$ cat src/design/if_config.svh
// Build-time sizing for the fetch stage; IF_BUF_DEPTH must stay >= IF_MAX_OUTSTANDING, seed nonzero
`ifndef IF_CONFIG_SVH
`define IF_CONFIG_SVH

//////////////////////////////////////////////////////////////////////
// Datapath
//////////////////////////////////////////////////////////////////////

// Address and instruction word width
`define IF_XLEN 32

//////////////////////////////////////////////////////////////////////
// Prefetch and bus limits
//////////////////////////////////////////////////////////////////////

// Prefetch FIFO entries
`define IF_BUF_DEPTH 3
// Granted requests still waiting for rvalid
`define IF_MAX_OUTSTANDING 2

// Dummy instruction LFSR start value, must never be zero
`define IF_LFSR_SEED 32'h1F3A_C5E7

`endif

$ cat src/design/if_ctrl_pkg.sv
// Controller-side types only; pc_mux codes 6 and 7 are unused and flagged by the PC mux
package if_ctrl_pkg;

  //////////////////////////////////////////////////////////////////////
  // Next-PC source
  //////////////////////////////////////////////////////////////////////

  typedef enum logic [2:0] {
    PC_BOOT     = 3'd0,
    PC_JUMP     = 3'd1,
    PC_BRANCH   = 3'd2,
    PC_MRET     = 3'd3,
    PC_TRAP_EXC = 3'd4,
    PC_TRAP_IRQ = 3'd5
  } pc_mux_e;

  //////////////////////////////////////////////////////////////////////
  // Controller command into IF
  //////////////////////////////////////////////////////////////////////

  typedef struct packed {
    logic       pc_set;     // Redirect this cycle
    pc_mux_e    pc_mux;     // Which target to take
    logic [4:0] irq_index;  // Vector slot for PC_TRAP_IRQ
    logic       kill_if;    // Drop what IF holds
    logic       halt_if;    // Hold IF output
  } ctrl_fsm_t;

endpackage

$ cat src/design/if_bus_pkg.sv
// Data-side records of the fetch path; word-aligned fetches only, no compressed instructions
`include "if_config.svh"

package if_bus_pkg;

  //////////////////////////////////////////////////////////////////////
  // Instruction bus transactions
  //////////////////////////////////////////////////////////////////////

  typedef struct packed {
    logic [`IF_XLEN-1:0] addr;
  } bus_req_t;

  typedef struct packed {
    logic [`IF_XLEN-1:0] rdata;
    logic                err;
  } bus_resp_t;

  // Fetched word tagged with the address it came from
  typedef struct packed {
    bus_resp_t           bus_resp;
    logic [`IF_XLEN-1:0] addr;
  } inst_resp_t;

  //////////////////////////////////////////////////////////////////////
  // IF/ID pipeline register
  //////////////////////////////////////////////////////////////////////

  typedef struct packed {
    logic                instr_valid;
    logic [`IF_XLEN-1:0] pc;
    logic [`IF_XLEN-1:0] instr;
    logic                dummy;     // Injected by the dummy inserter
    logic                abort_op;  // Bus error on this fetch
  } if_id_pipe_t;

endpackage

$ cat src/design/if_pc_mux.sv
// Purely combinational; every target is forced word aligned, mtvec base is bits 31:7 only
`include "if_config.svh"

module if_pc_mux (
  input  if_ctrl_pkg::ctrl_fsm_t ctrl_i,
  input  logic [`IF_XLEN-1:0]    boot_addr_i,
  input  logic [`IF_XLEN-1:0]    jump_target_i,
  input  logic [`IF_XLEN-1:0]    branch_target_i,
  input  logic [`IF_XLEN-1:0]    mepc_i,
  input  logic [24:0]            mtvec_base_i,
  output logic [`IF_XLEN-1:0]    target_o,
  output logic                   mtvec_init_o
);
  import if_ctrl_pkg::*;

  logic [`IF_XLEN-1:0] target_raw;

  // Target decode
  always_comb begin
    target_raw = boot_addr_i;
    case (ctrl_i.pc_mux)
      PC_BOOT:     target_raw = boot_addr_i;
      PC_JUMP:     target_raw = jump_target_i;
      PC_BRANCH:   target_raw = branch_target_i;
      // Return from trap
      PC_MRET:     target_raw = mepc_i;
      // Exceptions share the base
      PC_TRAP_EXC: target_raw = {mtvec_base_i, 7'h00};
      // Vectored, base + index * 4
      PC_TRAP_IRQ: target_raw = {mtvec_base_i, ctrl_i.irq_index, 2'b00};
      default:     target_raw = boot_addr_i;
    endcase
  end

  // No compressed support, so bits 1:0 never matter
  assign target_o = {target_raw[`IF_XLEN-1:2], 2'b00};

  // CSR file loads mtvec with the boot redirect
  assign mtvec_init_o = ctrl_i.pc_set && (ctrl_i.pc_mux == PC_BOOT);

  // Controller must never redirect with an undefined source
  a_pc_mux_known: assert final (!ctrl_i.pc_set || ctrl_i.pc_mux inside
    {PC_BOOT, PC_JUMP, PC_BRANCH, PC_MRET, PC_TRAP_EXC, PC_TRAP_IRQ})
    else $error("pc_set with unknown pc_mux %0d", ctrl_i.pc_mux);

endmodule

$ cat src/design/if_instr_bus.sv
// Single-master req/gnt/rvalid adapter; responses must return in order, at least one cycle after gnt
`include "if_config.svh"

module if_instr_bus (
  input  logic                  clk,
  input  logic                  rst_n,
  input  logic                  trans_valid_i,
  input  if_bus_pkg::bus_req_t  trans_i,
  output logic                  trans_ready_o,
  output logic                  resp_valid_o,
  output if_bus_pkg::bus_resp_t resp_o,
  output logic                  req_o,
  output logic [`IF_XLEN-1:0]   addr_o,
  input  logic                  gnt_i,
  input  logic                  rvalid_i,
  input  logic                  err_i,
  input  logic [`IF_XLEN-1:0]   rdata_i,
  output logic                  protocol_err_o
);
  localparam int unsigned CNT_W = $clog2(`IF_MAX_OUTSTANDING + 1);

  logic [CNT_W-1:0]    outstnd_q;
  logic                pend_q;       // Request out, no grant yet
  logic [`IF_XLEN-1:0] pend_addr_q;
  logic                granted;
  logic                resp_expected;

  // Accept only with a free slot and nothing waiting for grant
  assign trans_ready_o = !pend_q && (outstnd_q < CNT_W'(`IF_MAX_OUTSTANDING));

  // A waiting request keeps req and addr frozen until gnt
  assign req_o   = pend_q || (trans_valid_i && trans_ready_o);
  assign addr_o  = pend_q ? pend_addr_q : trans_i.addr;
  assign granted = req_o && gnt_i;

  // Responses
  assign resp_expected = (outstnd_q != '0);
  assign resp_valid_o  = rvalid_i && resp_expected;
  assign resp_o        = '{rdata: rdata_i, err: err_i};

  always_ff @(posedge clk or negedge rst_n) begin
    if (!rst_n) begin
      pend_q         <= 1'b0;
      outstnd_q      <= '0;
      protocol_err_o <= 1'b0;
    end else begin
      if (granted) begin
        pend_q <= 1'b0;
      end else if (req_o) begin
        pend_q <= 1'b1;
      end
      outstnd_q      <= outstnd_q + CNT_W'(granted) - CNT_W'(resp_valid_o);
      // Stray rvalid, dropped and flagged for one cycle
      protocol_err_o <= rvalid_i && !resp_expected;
    end
  end

  // Capture address of a request the slave did not grant at once
  always_ff @(posedge clk) begin
    if (req_o && !gnt_i && !pend_q) begin
      pend_addr_q <= trans_i.addr;
    end
  end

  a_addr_hold: assert property (@(posedge clk) disable iff (!rst_n)
    req_o && !gnt_i |=> req_o && $stable(addr_o))
    else $error("addr_o changed while waiting for gnt");

endmodule

$ cat src/design/if_prefetch_buffer.sv
// Word fetches only; nothing is requested before the first pc_set, old-stream responses are dropped
`include "if_config.svh"

module if_prefetch_buffer (
  input  logic                   clk,
  input  logic                   rst_n,
  input  if_ctrl_pkg::ctrl_fsm_t ctrl_i,
  input  logic [`IF_XLEN-1:0]    target_i,
  input  logic                   prefetch_ready_i,
  output logic                   prefetch_valid_o,
  output if_bus_pkg::inst_resp_t prefetch_o,
  output logic                   busy_o,
  output logic                   trans_valid_o,
  input  logic                   trans_ready_i,
  output if_bus_pkg::bus_req_t   trans_o,
  input  logic                   resp_valid_i,
  input  if_bus_pkg::bus_resp_t  resp_i
);
  import if_bus_pkg::*;

  localparam int unsigned DEPTH = `IF_BUF_DEPTH;
  localparam int unsigned PTR_W = $clog2(DEPTH);
  localparam int unsigned CNT_W = $clog2(DEPTH + 1);

  inst_resp_t          fifo_q [DEPTH];
  logic [PTR_W-1:0]    wr_ptr_q;
  logic [PTR_W-1:0]    rd_ptr_q;
  logic [CNT_W-1:0]    fifo_cnt_q;
  logic [CNT_W-1:0]    outstnd_q;    // Handed to the adapter, not yet answered
  logic [CNT_W-1:0]    discard_q;    // Responses still owed to the old stream
  logic [`IF_XLEN-1:0] fetch_addr_q; // Next address to request
  logic [`IF_XLEN-1:0] resp_addr_q;  // Address of next kept response
  logic                fetch_en_q;
  logic                trans_fire;
  logic                fifo_push;
  logic                fifo_pop;

  // Wrap at DEPTH, which need not be a power of two
  function automatic logic [PTR_W-1:0] ptr_inc(input logic [PTR_W-1:0] ptr);
    return (ptr == PTR_W'(DEPTH - 1)) ? '0 : ptr + 1'b1;
  endfunction

  //////////////////////////////////////////////////////////////////////
  // Request side
  //////////////////////////////////////////////////////////////////////

  // Every request in flight already owns a FIFO slot
  assign trans_valid_o = fetch_en_q && !ctrl_i.pc_set &&
                         (({1'b0, fifo_cnt_q} + {1'b0, outstnd_q}) < (CNT_W + 1)'(DEPTH));
  assign trans_o       = '{addr: fetch_addr_q};
  assign trans_fire    = trans_valid_o && trans_ready_i;

  //////////////////////////////////////////////////////////////////////
  // FIFO side
  //////////////////////////////////////////////////////////////////////

  assign fifo_push        = resp_valid_i && (discard_q == '0) && !ctrl_i.pc_set;
  assign prefetch_valid_o = (fifo_cnt_q != '0);
  assign fifo_pop         = prefetch_ready_i && prefetch_valid_o && !ctrl_i.pc_set;
  assign busy_o           = (outstnd_q != '0) || trans_valid_o;

  // When empty, addr shows where the stream continues
  always_comb begin
    prefetch_o = fifo_q[rd_ptr_q];
    if (!prefetch_valid_o) begin
      prefetch_o.addr = resp_addr_q;
    end
  end

  always_ff @(posedge clk or negedge rst_n) begin
    if (!rst_n) begin
      fetch_en_q   <= 1'b0;
      fetch_addr_q <= '0;
      resp_addr_q  <= '0;
      wr_ptr_q     <= '0;
      rd_ptr_q     <= '0;
      fifo_cnt_q   <= '0;
      outstnd_q    <= '0;
      discard_q    <= '0;
    end else begin
      outstnd_q <= outstnd_q + CNT_W'(trans_fire) - CNT_W'(resp_valid_i);
      if (ctrl_i.pc_set) begin
        // Flush, restart at target, skip whatever is still in flight
        fetch_en_q   <= 1'b1;
        fetch_addr_q <= target_i;
        resp_addr_q  <= target_i;
        wr_ptr_q     <= '0;
        rd_ptr_q     <= '0;
        fifo_cnt_q   <= '0;
        discard_q    <= outstnd_q - CNT_W'(resp_valid_i);
      end else begin
        if (trans_fire) begin
          fetch_addr_q <= fetch_addr_q + `IF_XLEN'(4);
        end
        if (resp_valid_i && (discard_q != '0)) begin
          discard_q <= discard_q - 1'b1;
        end
        if (fifo_push) begin
          wr_ptr_q    <= ptr_inc(wr_ptr_q);
          resp_addr_q <= resp_addr_q + `IF_XLEN'(4);
        end
        if (fifo_pop) begin
          rd_ptr_q <= ptr_inc(rd_ptr_q);
        end
        fifo_cnt_q <= fifo_cnt_q + CNT_W'(fifo_push) - CNT_W'(fifo_pop);
      end
    end
  end

  // Storage
  always_ff @(posedge clk) begin
    if (fifo_push) begin
      fifo_q[wr_ptr_q] <= '{bus_resp: resp_i, addr: resp_addr_q};
    end
  end

  // Slot reservation at request time keeps a push from ever finding the FIFO full
  a_no_overflow: assert property (@(posedge clk) disable iff (!rst_n)
    fifo_push |-> (fifo_cnt_q < CNT_W'(DEPTH)) || fifo_pop)
    else $error("prefetch FIFO overflow");

endmodule

$ cat src/design/if_dummy_insert.sv
// Period 0 turns insertion off; the dummy is an R-type ALU op writing x0, so it has no effect
`include "if_config.svh"

module if_dummy_insert (
  input  logic                clk,
  input  logic                rst_n,
  input  logic [3:0]          period_i,
  input  logic                issued_i,
  output logic                dummy_insert_o,
  output logic [`IF_XLEN-1:0] dummy_word_o
);
  logic [3:0]          cnt_q;   // Real instructions since last dummy
  logic [31:0]         lfsr_q;
  logic [2:0]          funct3;
  logic                alt_op;

  // Due once enough real instructions went by
  assign dummy_insert_o = (period_i != 4'd0) && (cnt_q >= period_i);

  always_ff @(posedge clk or negedge rst_n) begin
    if (!rst_n) begin
      cnt_q  <= 4'd0;
      lfsr_q <= `IF_LFSR_SEED;
    end else if (issued_i) begin
      if (dummy_insert_o) begin
        cnt_q  <= 4'd0;
        // Galois step, taps 32 22 2 1
        lfsr_q <= {1'b0, lfsr_q[31:1]} ^ (lfsr_q[0] ? 32'h8020_0003 : 32'h0);
      end else if (period_i != 4'd0) begin
        cnt_q <= cnt_q + 4'd1;
      end else begin
        cnt_q <= 4'd0;
      end
    end
  end

  //////////////////////////////////////////////////////////////////////
  // Instruction word
  //////////////////////////////////////////////////////////////////////

  assign funct3 = lfsr_q[12:10];
  // SUB and SRA are the only funct7 variants in RV32I
  assign alt_op = lfsr_q[13] && ((funct3 == 3'b000) || (funct3 == 3'b101));

  assign dummy_word_o = {1'b0, alt_op, 5'b00000,  // funct7
                         lfsr_q[9:5],             // rs2
                         lfsr_q[4:0],             // rs1
                         funct3,
                         5'b00000,                // rd = x0
                         7'b0110011};

endmodule

$ cat src/design/if_stage.sv
// Top of IF; kill_if must come with a redirect, dummies reuse the PC of the next real instruction
`include "if_config.svh"

module if_stage (
  input  logic                    clk,
  input  logic                    rst_n,
  input  if_ctrl_pkg::ctrl_fsm_t  ctrl_fsm_i,
  input  logic [`IF_XLEN-1:0]     boot_addr_i,
  input  logic [`IF_XLEN-1:0]     jump_target_i,
  input  logic [`IF_XLEN-1:0]     branch_target_i,
  input  logic [`IF_XLEN-1:0]     mepc_i,
  input  logic [24:0]             mtvec_base_i,
  input  logic [3:0]              dummy_period_i,
  input  logic                    id_ready_i,
  output if_bus_pkg::if_id_pipe_t if_id_pipe_o,
  output logic                    if_busy_o,
  output logic                    csr_mtvec_init_o,
  output logic                    protocol_err_o,
  output logic                    req_o,
  output logic [`IF_XLEN-1:0]     addr_o,
  input  logic                    gnt_i,
  input  logic                    rvalid_i,
  input  logic                    err_i,
  input  logic [`IF_XLEN-1:0]     rdata_i
);
  import if_bus_pkg::*;

  logic [`IF_XLEN-1:0] target;
  logic                prefetch_valid;
  logic                prefetch_ready;
  inst_resp_t          prefetch_instr;
  logic                trans_valid;
  logic                trans_ready;
  bus_req_t            trans;
  logic                resp_valid;
  bus_resp_t           resp;
  logic                if_valid;
  logic                issued;
  logic                dummy_insert;
  logic [`IF_XLEN-1:0] dummy_word;
  logic                abort_op;
  // IF/ID register pieces
  logic                pipe_valid_q;
  logic                pipe_dummy_q;
  logic                pipe_abort_q;
  logic [`IF_XLEN-1:0] pipe_pc_q;
  logic [`IF_XLEN-1:0] pipe_instr_q;

  if_pc_mux u_pc_mux (
    .ctrl_i          (ctrl_fsm_i),
    .boot_addr_i     (boot_addr_i),
    .jump_target_i   (jump_target_i),
    .branch_target_i (branch_target_i),
    .mepc_i          (mepc_i),
    .mtvec_base_i    (mtvec_base_i),
    .target_o        (target),
    .mtvec_init_o    (csr_mtvec_init_o)
  );

  if_prefetch_buffer u_prefetch_buffer (
    .clk              (clk),
    .rst_n            (rst_n),
    .ctrl_i           (ctrl_fsm_i),
    .target_i         (target),
    .prefetch_ready_i (prefetch_ready),
    .prefetch_valid_o (prefetch_valid),
    .prefetch_o       (prefetch_instr),
    .busy_o           (if_busy_o),
    .trans_valid_o    (trans_valid),
    .trans_ready_i    (trans_ready),
    .trans_o          (trans),
    .resp_valid_i     (resp_valid),
    .resp_i           (resp)
  );

  if_instr_bus u_instr_bus (
    .clk            (clk),
    .rst_n          (rst_n),
    .trans_valid_i  (trans_valid),
    .trans_i        (trans),
    .trans_ready_o  (trans_ready),
    .resp_valid_o   (resp_valid),
    .resp_o         (resp),
    .req_o          (req_o),
    .addr_o         (addr_o),
    .gnt_i          (gnt_i),
    .rvalid_i       (rvalid_i),
    .err_i          (err_i),
    .rdata_i        (rdata_i),
    .protocol_err_o (protocol_err_o)
  );

  if_dummy_insert u_dummy_insert (
    .clk            (clk),
    .rst_n          (rst_n),
    .period_i       (dummy_period_i),
    .issued_i       (issued),
    .dummy_insert_o (dummy_insert),
    .dummy_word_o   (dummy_word)
  );

  //////////////////////////////////////////////////////////////////////
  // Stage handshake
  //////////////////////////////////////////////////////////////////////

  assign if_valid = (prefetch_valid || dummy_insert) && !ctrl_fsm_i.kill_if &&
                    !ctrl_fsm_i.halt_if;
  assign issued   = if_valid && id_ready_i;
  // Kill drains stale entries; a dummy leaves the head in place
  assign prefetch_ready = ctrl_fsm_i.kill_if ||
                          (id_ready_i && !ctrl_fsm_i.halt_if && !dummy_insert);
  assign abort_op = dummy_insert ? 1'b0 : prefetch_instr.bus_resp.err;

  // Valid and flags
  always_ff @(posedge clk or negedge rst_n) begin
    if (!rst_n) begin
      pipe_valid_q <= 1'b0;
      pipe_dummy_q <= 1'b0;
      pipe_abort_q <= 1'b0;
    end else if (issued) begin
      pipe_valid_q <= 1'b1;
      pipe_dummy_q <= dummy_insert;
      pipe_abort_q <= abort_op;
    end else if (id_ready_i) begin
      pipe_valid_q <= 1'b0;
    end
  end

  // Payload, frozen while ID stalls
  always_ff @(posedge clk) begin
    if (issued) begin
      pipe_pc_q    <= prefetch_instr.addr;
      pipe_instr_q <= dummy_insert ? dummy_word : prefetch_instr.bus_resp.rdata;
    end
  end

  assign if_id_pipe_o = '{instr_valid: pipe_valid_q, pc: pipe_pc_q, instr: pipe_instr_q,
                          dummy: pipe_dummy_q, abort_op: pipe_abort_q};

endmodule

$ cat config.mk
export PLATFORM = sky130hd
export DESIGN_NAME = if_stage
export DESIGN_NICKNAME = d
export VERILOG_FILES = /design/src/design/if_ctrl_pkg.sv /design/src/design/if_bus_pkg.sv /design/src/design/if_pc_mux.sv /design/src/design/if_instr_bus.sv /design/src/design/if_prefetch_buffer.sv /design/src/design/if_dummy_insert.sv /design/src/design/if_stage.sv
export VERILOG_INCLUDE_DIRS = /design/src /design/src/design
export SDC_FILE = /design/constraint.sdc
export NUM_CORES = 1
export LEC_CHECK = 0
export BUFFER_PORTS_ARGS = -buffer_cell sky130_fd_sc_hd__buf_2
export CORE_ASPECT_RATIO = 0.8
export CORE_MARGIN = 2
export CORE_UTILIZATION = 26
export DETAILED_ROUTE_END_ITERATION = 7
export GPL_TIMING_DRIVEN = 0
export PLACE_DENSITY = 0.47
export SYNTH_ARGS = -nofsm -noshare
export SYNTH_HDL_FRONTEND = slang
export SYNTH_SLANG_ARGS = --single-unit
$ cat constraint.sdc
create_clock -name clk -period 12.53 [get_ports clk]
set_input_delay 0 -clock clk [delete_from_list [all_inputs] [get_ports clk]]
set_output_delay 0 -clock clk [all_outputs]
set_load 0.05 [all_outputs]
==> impl_metrics.ini, run 1 <==
[worst_setup_path]
slowest_stage = nor4b_2
worstPathArrival_ps = 3410
rr_startpoint = u_prefetch_buffer.discard_q[0]$_DFFE_PN0P_
crit_chain = inv_1 -> ha_1 -> o211ai_2 -> clkbuf_1 -> nor4b_2 -> buf_4 -> buf_4 -> buf_4 -> buf_4 -> buf_4
start_kind = flop
critPathKind = flop to flop
cp_max_fo = 10
crit_top_cell = buf_4
worstPathRequired_ps = 12810
endpoint_kind = flop
r2r_cells = 10
r2r_end = u_prefetch_buffer.fifo_q[1][47]$_DFFE_PP_
timing.reg2reg.setup_slack_ps = 9400
critPathMaxStageDelay_ps = 580

[timing]
rsz0062_at_grt = no
finalWorstSetupSlack_ps = 9400
fin_setup_tns_ps = 0
clock_skew_ps = 23.5
holdWs_ps = 28.2
worst_pin_slew_ps = 1140
max-slew-margin-rel_pct = 23.6
post-route-period-util_pct = 25.0
drv_slew = 0
period_needed_ps = 3130
setup_viol = 0
finalHoldViolCount = 0
fmax_mhz = 319

[routing]
drt.antenna.violating_nets = 0
drc = 0
avgRoutedWirePerCell_um = 20.5
drtIter0Drc = 800
vias = 13600
wirelength_um = 58700
vias_per_cell = 4.76
first_pass_iters = 5

[die]
io_pins = 309
initial_core_util_pct = 26.1
die_w_um = 301
dieHeight_um = 241
rows = 87
dieArea_um2 = 72600
core_area_um2 = 70100

[hold_path]
hold_path_depth = 5
min_from = boot_addr_i[20]
min_path_type = input port to flop
holdPathEnd = u_prefetch_buffer.trans_o[20]$_DFFE_PN0N_

[place]
dpl.hpwl_um = 43600
dp_slack_ps = 8760
gp_congestion = 0.888
place_area_um2 = 21300
portBuffers = 295
placedCellCount = 2721

[power_and_ir_drop]
comb_power_share_pct = 26.5
power_leakage_nw = 9.13
internal-power_mw = 2.68
p_sw_share_pct = 33.9
p_per_area_nw_per_um2 = 174
vdd_drop_max_mv = 0.0900
clkPwrFrac_pct = 31.4
p_sw_mw = 1.37
p_seq_share_pct = 42.1
total_power_mw = 4.06

[layout]
stdcell_count = 2865
postLayoutCellArea_um2 = 23400
fin_util_pct = 33.3
seq_area_um2 = 11300
fillCellCount = 7067
multiInputGateArea_um2 = 6490
area_growth_syn_to_layout_pct = 27.6
drive_above_1_share_pct = 28.8
nNetsFinal = 2119
antennaDiodeCount = 0

[logic_synthesis]
synth_edf_count = 281
synth_seq_cells = 395
synth_most_common_cell = edfxtp_1
ys_top_cells_by_area = edfxtp_1, dfrtp_1, mux2i_1
synth_ff_type = edfxtp_1
syn_area_um2 = 18300
synth.distinct_cells = 79
ys_warn_count = 0
async_reset_ff_share_pct = 28.9
syn_inst = 1455
yosysTopAreaCell = edfxtp_1
synth_top_area_share_pct = 46.1
postSynthAreaPerCell_um2 = 12.6
synth_commonest_cells = edfxtp_1, nor2_1, a21oi_1
seq_area_frac_synth_pct = 61.8

[clock_tree]
ctsResizeCount = 0
clk_path_buf_depth = 3
cts_max_level = 2
cts_made_buffers = 43
clk_pin_slew_ps = 70
clockRootBuffer = clkbuf_16
clk_latency_ps = 580
tritoncts = yes
cts_sinks = 395

[global_routing]
grt_max_degree = 76
antenna_found_initial = 2
overflow = 0
grt_pass1_wl_um = 87100
grt_pass1_vias = 13700
grtUsageTotal_pct = 16.0

[run]
drv_cap = 0

[status]
status = finished clean
worst max-delay path: cells and delay by family (launching register included):
kind,cells,cell delay [ps]
flops,1,350
simple gates,1,580
compound gates,1,240
fa+ha+maj,1,230
buf+inv,7,1430
kinds of logic (layout without fill, tap and decap cells):
| kind of cell | count (synthesis) | in the layout | share of synthesized area [%] |
|---|---|---|---|
| buffers and inverters | 124 | 597 | 3.04 |
| other | 1 | 4 | 0.0205 |
| adder cells (fa/ha/maj) | 16 | 16 | 1.13 |
| AO/OA/AOI/OAI | 352 | 352 | 12.1 |
| multiplexers | 186 | 186 | 10.9 |
| XOR/XNOR | 24 | 24 | 1.15 |
| flip-flops | 395 | 395 | 61.8 |
| AND/OR/NAND/NOR | 357 | 357 | 9.87 |
power groups by stage:
stage	Clock (mW)	Sequential (mW)	Combinational (mW)
3_3_place_gp	0	1.74	1.04
2_1_floorplan	0	1.75	0.683
4_1_cts	1.32	1.71	1.09
6_report	1.28	1.71	1.08
3_5_place_dp	0	1.73	1.07
5_1_grt	1.37	1.73	1.18
worst max-delay path by stage:
stage                                          startpoint  depth (start not counted)                                   endpoint
3_5_place_dp                               ctrl_fsm_i[10]                         10  u_prefetch_buffer.fifo_q[1][47]$_DFFE_PP_
6_report       u_prefetch_buffer.discard_q[0]$_DFFE_PN0P_                         10  u_prefetch_buffer.fifo_q[1][47]$_DFFE_PP_
4_1_cts               u_dummy_insert.cnt_q[0]$_DFFE_PN0P_                          8                    pipe_pc_q[24]$_DFFE_PP_
5_1_grt        u_prefetch_buffer.discard_q[1]$_DFFE_PN0P_                          9  u_prefetch_buffer.fifo_q[2][47]$_DFFE_PP_
2_1_floorplan  u_prefetch_buffer.discard_q[0]$_DFFE_PN0P_                          5  u_prefetch_buffer.fifo_q[2][10]$_DFFE_PP_
3_3_place_gp                               ctrl_fsm_i[10]                          5  u_prefetch_buffer.fifo_q[1][47]$_DFFE_PP_
state kept, by name (all words and copies together), names as in the netlist, 2 cells and up:
signal / count
u_prefetch_buffer.rd_ptr_q: 2
u_prefetch_buffer.discard_q: 2
u_dummy_insert.cnt_q: 4
pipe_pc_q: 30
u_prefetch_buffer.fifo_q: 189
u_prefetch_buffer.wr_ptr_q: 2
u_prefetch_buffer.resp_addr_q: 30
pipe_instr_q: 32
u_prefetch_buffer.trans_o: 30
u_prefetch_buffer.outstnd_q: 2
u_prefetch_buffer.fifo_cnt_q: 2
u_dummy_insert.lfsr_q: 32
u_instr_bus.outstnd_q: 2
u_instr_bus.pend_addr_q: 30
routing by layer:
metal | GRT usage (%) | part of all wire, % | wire length (µm) | vias to the layer above
li1 | - | - | - | 6396
met5 | 0 | 0.022 | 13 | -
met3 | 3.27 | 6.2 | 3660 | 80
met1 | 22.2 | 47 | 27400 | 6699
met2 | 25.0 | 44 | 26100 | 454
met4 | 4.91 | 2.6 | 1550 | 2
layout by cell type, fill, tap and decap left out, types with 8 or more instances in the layout:
cell type,count
nor3_1,15
nand2_1,88
dfrtp_1,95
buf_6,9
dfstp_2,19
nor2b_1,10
clkinv_2,11
buf_4,34
edfxtp_1,281
ha_1,15
a31oi_1,17
a2bb2oi_1,10
a21oi_1,121
mux2i_1,120
o21ai_0,90
xnor2_1,13
mux2_2,61
nand3_1,20
clkbuf_16,43
nor2_1,126
xor2_1,11
a211oi_1,9
dlygate4sd3_1,65
o22a_1,25
clkbuf_1,52
buf_2,322
o21a_1,17
nand4_1,25
and3_1,15
inv_1,34
o22ai_1,8
timing repair:
action,in CTS,in global routing
hold buffers,65,0
endpoints found under the hold margin,275,0
buffers inserted,0,0
final cells by class:
class                   instances  area share, %
repair buffers                394           10.5
flip-flops and latches        395           48.4
well taps                     934           5.00
multi-input cells             939           27.8
plain buffers                  89           1.82
inverters                      35          0.573
clock inverters                23           1.01
clock buffers                  56           4.94
Note: power is estimated with default switching activity, not from simulation.
==> run 2: changes to the inputs <==
- clock period: 12.53 -> 2.9 ns (I/O delays scaled with it)
==> run 2 against run 1 <==
Non-clock buffer count is 9 lower; flip-flop and latch count unchanged; register-to-register slack got worse by 9300 ps; fmax up 11%; combinational power rose to 4.5 times the previous value; clock-buffer cell count increased by 9; power grew to 4.5 times the previous value; critical path type unchanged; critical endpoint is now u_prefetch_buffer.fifo_cnt_q[1]$_DFF_PN0_; largest cell class unchanged.
==> impl_metrics.ini, run 2 (synthesis gave the netlist of run 1 again) <==
[status]
status = finished clean

[clock_tree]
cts_sinks = 395
clk_pin_slew_ps = 60
cts_made_buffers = 45
tritoncts = yes
clk_latency_ps = 590
cts_max_level = 2
clockRootBuffer = clkbuf_16
clk_path_buf_depth = 3

[power_and_ir_drop]
p_sw_share_pct = 33.4
comb_power_share_pct = 26.6
vdd_drop_max_mv = 0.403
total_power_mw = 18.1
p_seq_share_pct = 40.8
p_per_area_nw_per_um2 = 766
internal-power_mw = 12.1
power_leakage_nw = 9.18
clkPwrFrac_pct = 32.6
p_sw_mw = 6.05

[die]
dieArea_um2 = 72600
die_w_um = 301
core_area_um2 = 70100
rows = 87
io_pins = 309
initial_core_util_pct = 26.1
dieHeight_um = 241

[routing]
wl_met3_um = 3920
drc = 0
drtIter0Drc = 932
wirelength_um = 59100
drt.antenna.violating_nets = 0
first_pass_iters = 5
avgRoutedWirePerCell_um = 20.6
wl_met1_um = 27500
wl_met2_um = 26500
vias = 13600
top_layer = met4
vias_per_cell = 4.76

[layout]
antennaDiodeCount = 0
final_cell_mix = buf_2, edfxtp_1, nor2_1
top_register = u_prefetch_buffer.fifo_q
drive_above_1_share_pct = 29.6
area_growth_syn_to_layout_pct = 29.1
postLayoutCellArea_um2 = 23700
largest_register_ffs = 189
stdcell_count = 2861
layout_commonest_cell = buf_2
reg_top3 = u_prefetch_buffer.fifo_q: 189 flops, pipe_instr_q: 32 flops, u_dummy_insert.lfsr_q: 32 flops
nNetsFinal = 2113

[timing]
finalHoldViolCount = 0
clock_skew_ps = 54.1
finalWorstSetupSlack_ps = 70.4
drv_slew = 0
max-slew-margin-rel_pct = 27.3
fmax_mhz = 353
period_needed_ps = 2830
post-route-period-util_pct = 97.6
rsz0062_at_grt = yes
setup_viol = 0
worst_pin_slew_ps = 1080

[hold_path]
hold_path_depth = 5
min_path_type = input port to flop

[place]
dpl.hpwl_um = 43800
dp_slack_ps = -628
place_area_um2 = 21400
portBuffers = 295
gp_congestion = 0.873
placedCellCount = 2706

[run]
drv_cap = 0

[worst_setup_path]
critPathKind = flop to flop
crit_chain = inv_2 -> ha_4 -> nand2b_4 -> a2111oi_4 -> nor4_4 -> nor3_2 -> ha_1 -> inv_1 -> ha_1 -> xor2_1 -> xnor2_1 -> nor2_1
crit_top_cell = ha_1
worstPathArrival_ps = 3260
worstPathRequired_ps = 3330
start_kind = flop
r2r_cells = 12
slowest_stage = a2111oi_4
endpoint_kind = flop
cp_max_fo = 5
critPathMaxStageDelay_ps = 590

[global_routing]
grt_max_degree = 88
overflow = 0
grtUsageTotal_pct = 15.9
grt_pass1_wl_um = 87200
grt_pass1_vias = 13600
antenna_found_initial = 0
==> run 2: changes by cell type in the layout (fill, tap and decap cells not counted), moves of 3 or more <==
| cell | before | now |
|---|---|---|
| buf_4 | 34 | 18 |
| clkbuf_8 | 4 | 11 |
| buf_6 | 9 | 15 |
| buf_8 | 0 | 5 |
| clkinv_2 | 11 | 6 |
| dlygate4sd3_1 | 65 | 60 |
| clkbuf_16 | 43 | 47 |
| buf_12 | 0 | 3 |
| clkbuf_1 | 52 | 49 |
| inv_1 | 34 | 31 |
| inv_2 | 0 | 3 |
==> run 2: routing by layer <==
layer | up-vias | GRT usage, %
met4 | 0 | 3.95
li1 | 6391 | -
met3 | 85 | 3.50
met2 | 480 | 25.2
met1 | 6656 | 22.1
met5 | - | 0
==> run 2: through the flow <==
step                utilization, %  setup TNS [ps]  hold WS, ps
finish                        33.7               0         32.8
global route                  33.7           -90.7         47.4
CTS                           33.7               0         2.34
detailed placement            30.5          -70660        -69.8
global placement              30.1         -668530          195
floorplan                        -          -94280         -296
==> run 2: final timing paths <==
check	slack [ps]	to	start
worst min-delay path	30	pipe_abort_q$_DFFE_PN0P_	ctrl_fsm_i[0]
worst max register to register	70	u_prefetch_buffer.fifo_cnt_q[1]$_DFF_PN0_	u_dummy_insert.cnt_q[0]$_DFFE_PN0P_
worst min register to register	450	u_instr_bus.pend_addr_q[5]$_DFFE_PP_	u_prefetch_buffer.trans_o[5]$_DFFE_PN0N_
min in group asynchronous	530	u_prefetch_buffer.trans_o[26]$_DFFE_PN0N_	rst_n
max in group asynchronous	1820	u_instr_bus.pend_q$_DFFE_PN0P_	rst_n
worst max-delay path	70	u_prefetch_buffer.fifo_cnt_q[1]$_DFF_PN0_	u_dummy_insert.cnt_q[0]$_DFFE_PN0P_
==> run 2: power by group through the flow <==
| stage | Sequential [mW] | Clock [mW] | Combinational (mW) |
|---|---|---|---|
| floorplan | 7.54 | 0 | 3.02 |
| global placement | 7.50 | 0 | 4.59 |
| detailed placement | 7.50 | 0 | 4.71 |
| CTS | 7.39 | 6.09 | 4.85 |
| global route | 7.47 | 6.30 | 5.26 |
| finish | 7.39 | 5.91 | 4.81 |
==> run 2: critical path, delay by kind of cell (launching register included) <==
family                   cells  cell delay, ps
buffers and inverters        2             150
AND/OR/NAND/NOR              4             610
adder cells (fa/ha/maj)      3             630
AO/OA/AOI/OAI                1             590
XOR/XNOR                     2             300
flip-flops                   1             410
==> run 2: area by class of cell <==
cell class	count	area (µm²)
multi-input combinational	939	6580
timing repair inverter	1	7.51
inverter	35	135
fill	7048	46400
clock inverter	18	225
clock buffer	65	1330
sequential	395	11300
buffer	88	432
timing repair buffer	386	2460
tap	934	1170
==> run 2: what timing repair did <==
| item | CTS | global route |
|---|---|---|
| hold buffers | 61 | 0 |
| resized for setup | 3 | 2 |
| pin swaps | 2 | 4 |
| hold endpoints to repair | 253 | 0 |
| cloned | 1 | 0 |
| buffers inserted | 6 | 5 |
| endpoints found under the setup margin | 109 | 11 |
==> run 3: changes to the inputs <==
- CAP_MARGIN: not set -> 20
- PLACE_DENSITY: 0.47 -> 0.49
- clock period: 2.9 -> 2.6 ns (I/O delays scaled with it)
==> run 3 against run 2 <==
Worst hold slack worse by 6.5 ps; cell count increased by 0.94%; critical path depth did not move; combinational power grew 15%; sequential power is 12% higher; fmax rose by 10%; critical endpoint unchanged; die area unchanged; power rose by 9.0%; setup slack got worse by 36 ps; register-to-register slack lost 40 ps; first-iteration DRC count is 14% higher; sequential share of layout area decreased by 0.33 points.
==> impl_metrics.ini, run 3 (synthesis gave the netlist of run 1 again) <==
[routing]
first_pass_iters = 5
avgRoutedWirePerCell_um = 20.9
drtIter0Drc = 1062
drt.antenna.violating_nets = 0
vias_per_cell = 4.84
wirelength_um = 60400
drc = 0
vias = 14000

[place]
place_area_um2 = 21400
gp_congestion = 0.891
portBuffers = 295
dpl.hpwl_um = 43400

[worst_setup_path]
worstPathRequired_ps = 3030
timing.reg2reg.setup_slack_ps = 30
critPathLaunch = u_dummy_insert.cnt_q[0]$_DFFE_PN0P_
crit_end = u_prefetch_buffer.fifo_cnt_q[1]$_DFF_PN0_
cp_max_fo = 2
r2r_end = u_prefetch_buffer.fifo_cnt_q[1]$_DFF_PN0_
rr_startpoint = u_dummy_insert.cnt_q[0]$_DFFE_PN0P_
endpoint_kind = flop
worstPathArrival_ps = 2990
r2r_cells = 12
start_kind = flop
critPathKind = flop to flop

[clock_tree]
cts_max_level = 2
tritoncts = yes
cts_made_buffers = 43
clockRootBuffer = clkbuf_16
cts_sinks = 395
clk_path_buf_depth = 3
clk_pin_slew_ps = 60
clk_latency_ps = 570

[hold_path]
min_path_type = input port to flop
min_from = boot_addr_i[27]

[die]
die_w_um = 301
rows = 87
core_area_um2 = 70100
initial_core_util_pct = 26.1
io_pins = 309
dieArea_um2 = 72600
dieHeight_um = 241

[timing]
fin_setup_tns_ps = 0
rsz0062_at_grt = yes
post-route-period-util_pct = 98.7
worst_pin_slew_ps = 1050
setup_viol = 0
fmax_mhz = 390
finalHoldViolCount = 0
drv_slew = 0
clock_skew_ps = 12.9
period_needed_ps = 2570
max-slew-margin-rel_pct = 29.4
holdWs_ps = 26.3

[layout]
largest_register_ffs = 189
postLayoutCellArea_um2 = 23800
layout_commonest_cell = buf_2
area_growth_syn_to_layout_pct = 30.0
final_cell_mix = buf_2, edfxtp_1, nor2_1
drive_above_1_share_pct = 30.6
reg_top3 = u_prefetch_buffer.fifo_q: 189 flops, pipe_instr_q: 32 flops, u_dummy_insert.lfsr_q: 32 flops
top_register = u_prefetch_buffer.fifo_q
nNetsFinal = 2139

[run]
drv_cap = 0

[power_and_ir_drop]
total_power_mw = 19.8
vdd_drop_max_mv = 0.424
p_per_area_nw_per_um2 = 829
power_leakage_nw = 9.28

[global_routing]
grtUsageTotal_pct = 16.1
grt_pass1_vias = 13800
grt_pass1_wl_um = 87800
overflow = 0
grt_max_degree = 84
antenna_found_initial = 2

[status]
status = finished clean
-- run 3: changes by cell type in the layout (fill, tap and decap cells not counted), sizes merged, moves of 2 or more --
| cell | change |
|---|---|
| bufinv | -3 |
| diode | +2 |
| buf | +20 |
| clkinv | +7 |
-- run 3: what timing repair did --
action,4_1_cts,5_1_grt
cloned,1,5
pin swaps,10,5
setup buffers,22,13
setup endpoints to repair,162,133
endpoints found under the hold margin,264,0
gates resized for setup,8,17
hold buffers,59,0
-- run 3: metal layers --
layer | vias to the layer above | GRT usage [%] | share of wire, %
met3 | 84 | 2.62 | 6.3
li1 | 6429 | - | -
met1 | 6960 | 23.0 | 47
met5 | - | 0 | 0
met2 | 512 | 25.3 | 45
met4 | 0 | 4.01 | 2.2
-- run 3: per-stage QoR --
step | utilization (%) | std cells | setup slack, ps
after detailed placement | 30.5 | 2706 | -772
after floorplan | - | 1458 | -796
after global routing | 34.0 | 2888 | -131
after CTS | 33.6 | 2868 | -3.78
final | 34.0 | 2888 | 34.1
after global placement | 30.1 | 2687 | -3490
-- run 3: worst min-delay path by stage --
| stage | slack (ps) | end | cells past startpoint |
|---|---|---|---|
| 6_report | 30 | u_prefetch_buffer.resp_addr_q[27]$_DFFE_PN0N_ | 5 |
| 5_1_grt | 40 | u_prefetch_buffer.resp_addr_q[16]$_DFFE_PN0N_ | 4 |
| 4_1_cts | 6 | u_prefetch_buffer.trans_o[14]$_DFFE_PN0N_ | 4 |
| 3_5_place_dp | -70 | pipe_valid_q$_DFFE_PN0P_ | 1 |
| 3_3_place_gp | 200 | u_prefetch_buffer.fifo_q[2][34]$_DFFE_PP_ | 1 |
| 2_1_floorplan | -300 | pipe_abort_q$_DFFE_PN0P_ | 0 |
-- run 3: worst max-delay path, cell delays in order, from the launching register on --
cell and delay, ps:
dfrtp_1 400, inv_2 90, ha_4 190, nand2b_4 140
a2111oi_4 420, nor4_4 120, nor3_4 230, ha_1 270
inv_1 60, ha_1 150, xor2_1 170, xnor2_1 130
nor2_1 50
-- run 3: cell type report --
type,count,area [µm²]
inverters,35,135
well taps,934,1170
clock inverters,22,143
repair buffers,412,2770
flip-flops and latches,395,11300
multi-input cells,940,6620
repair inverters,1,7.51
fillers,7029,46300
clock buffers,58,1210
diodes,2,5.00
plain buffers,89,452
-- run 3: report_power, final --
group | leakage, nW | switching, mW | internal, mW | total [mW]
Clock | 0.672 | 2.59 | 3.38 | 5.97
Combinational | 4.63 | 3.59 | 1.95 | 5.53
Sequential | 3.98 | 0.596 | 7.66 | 8.25
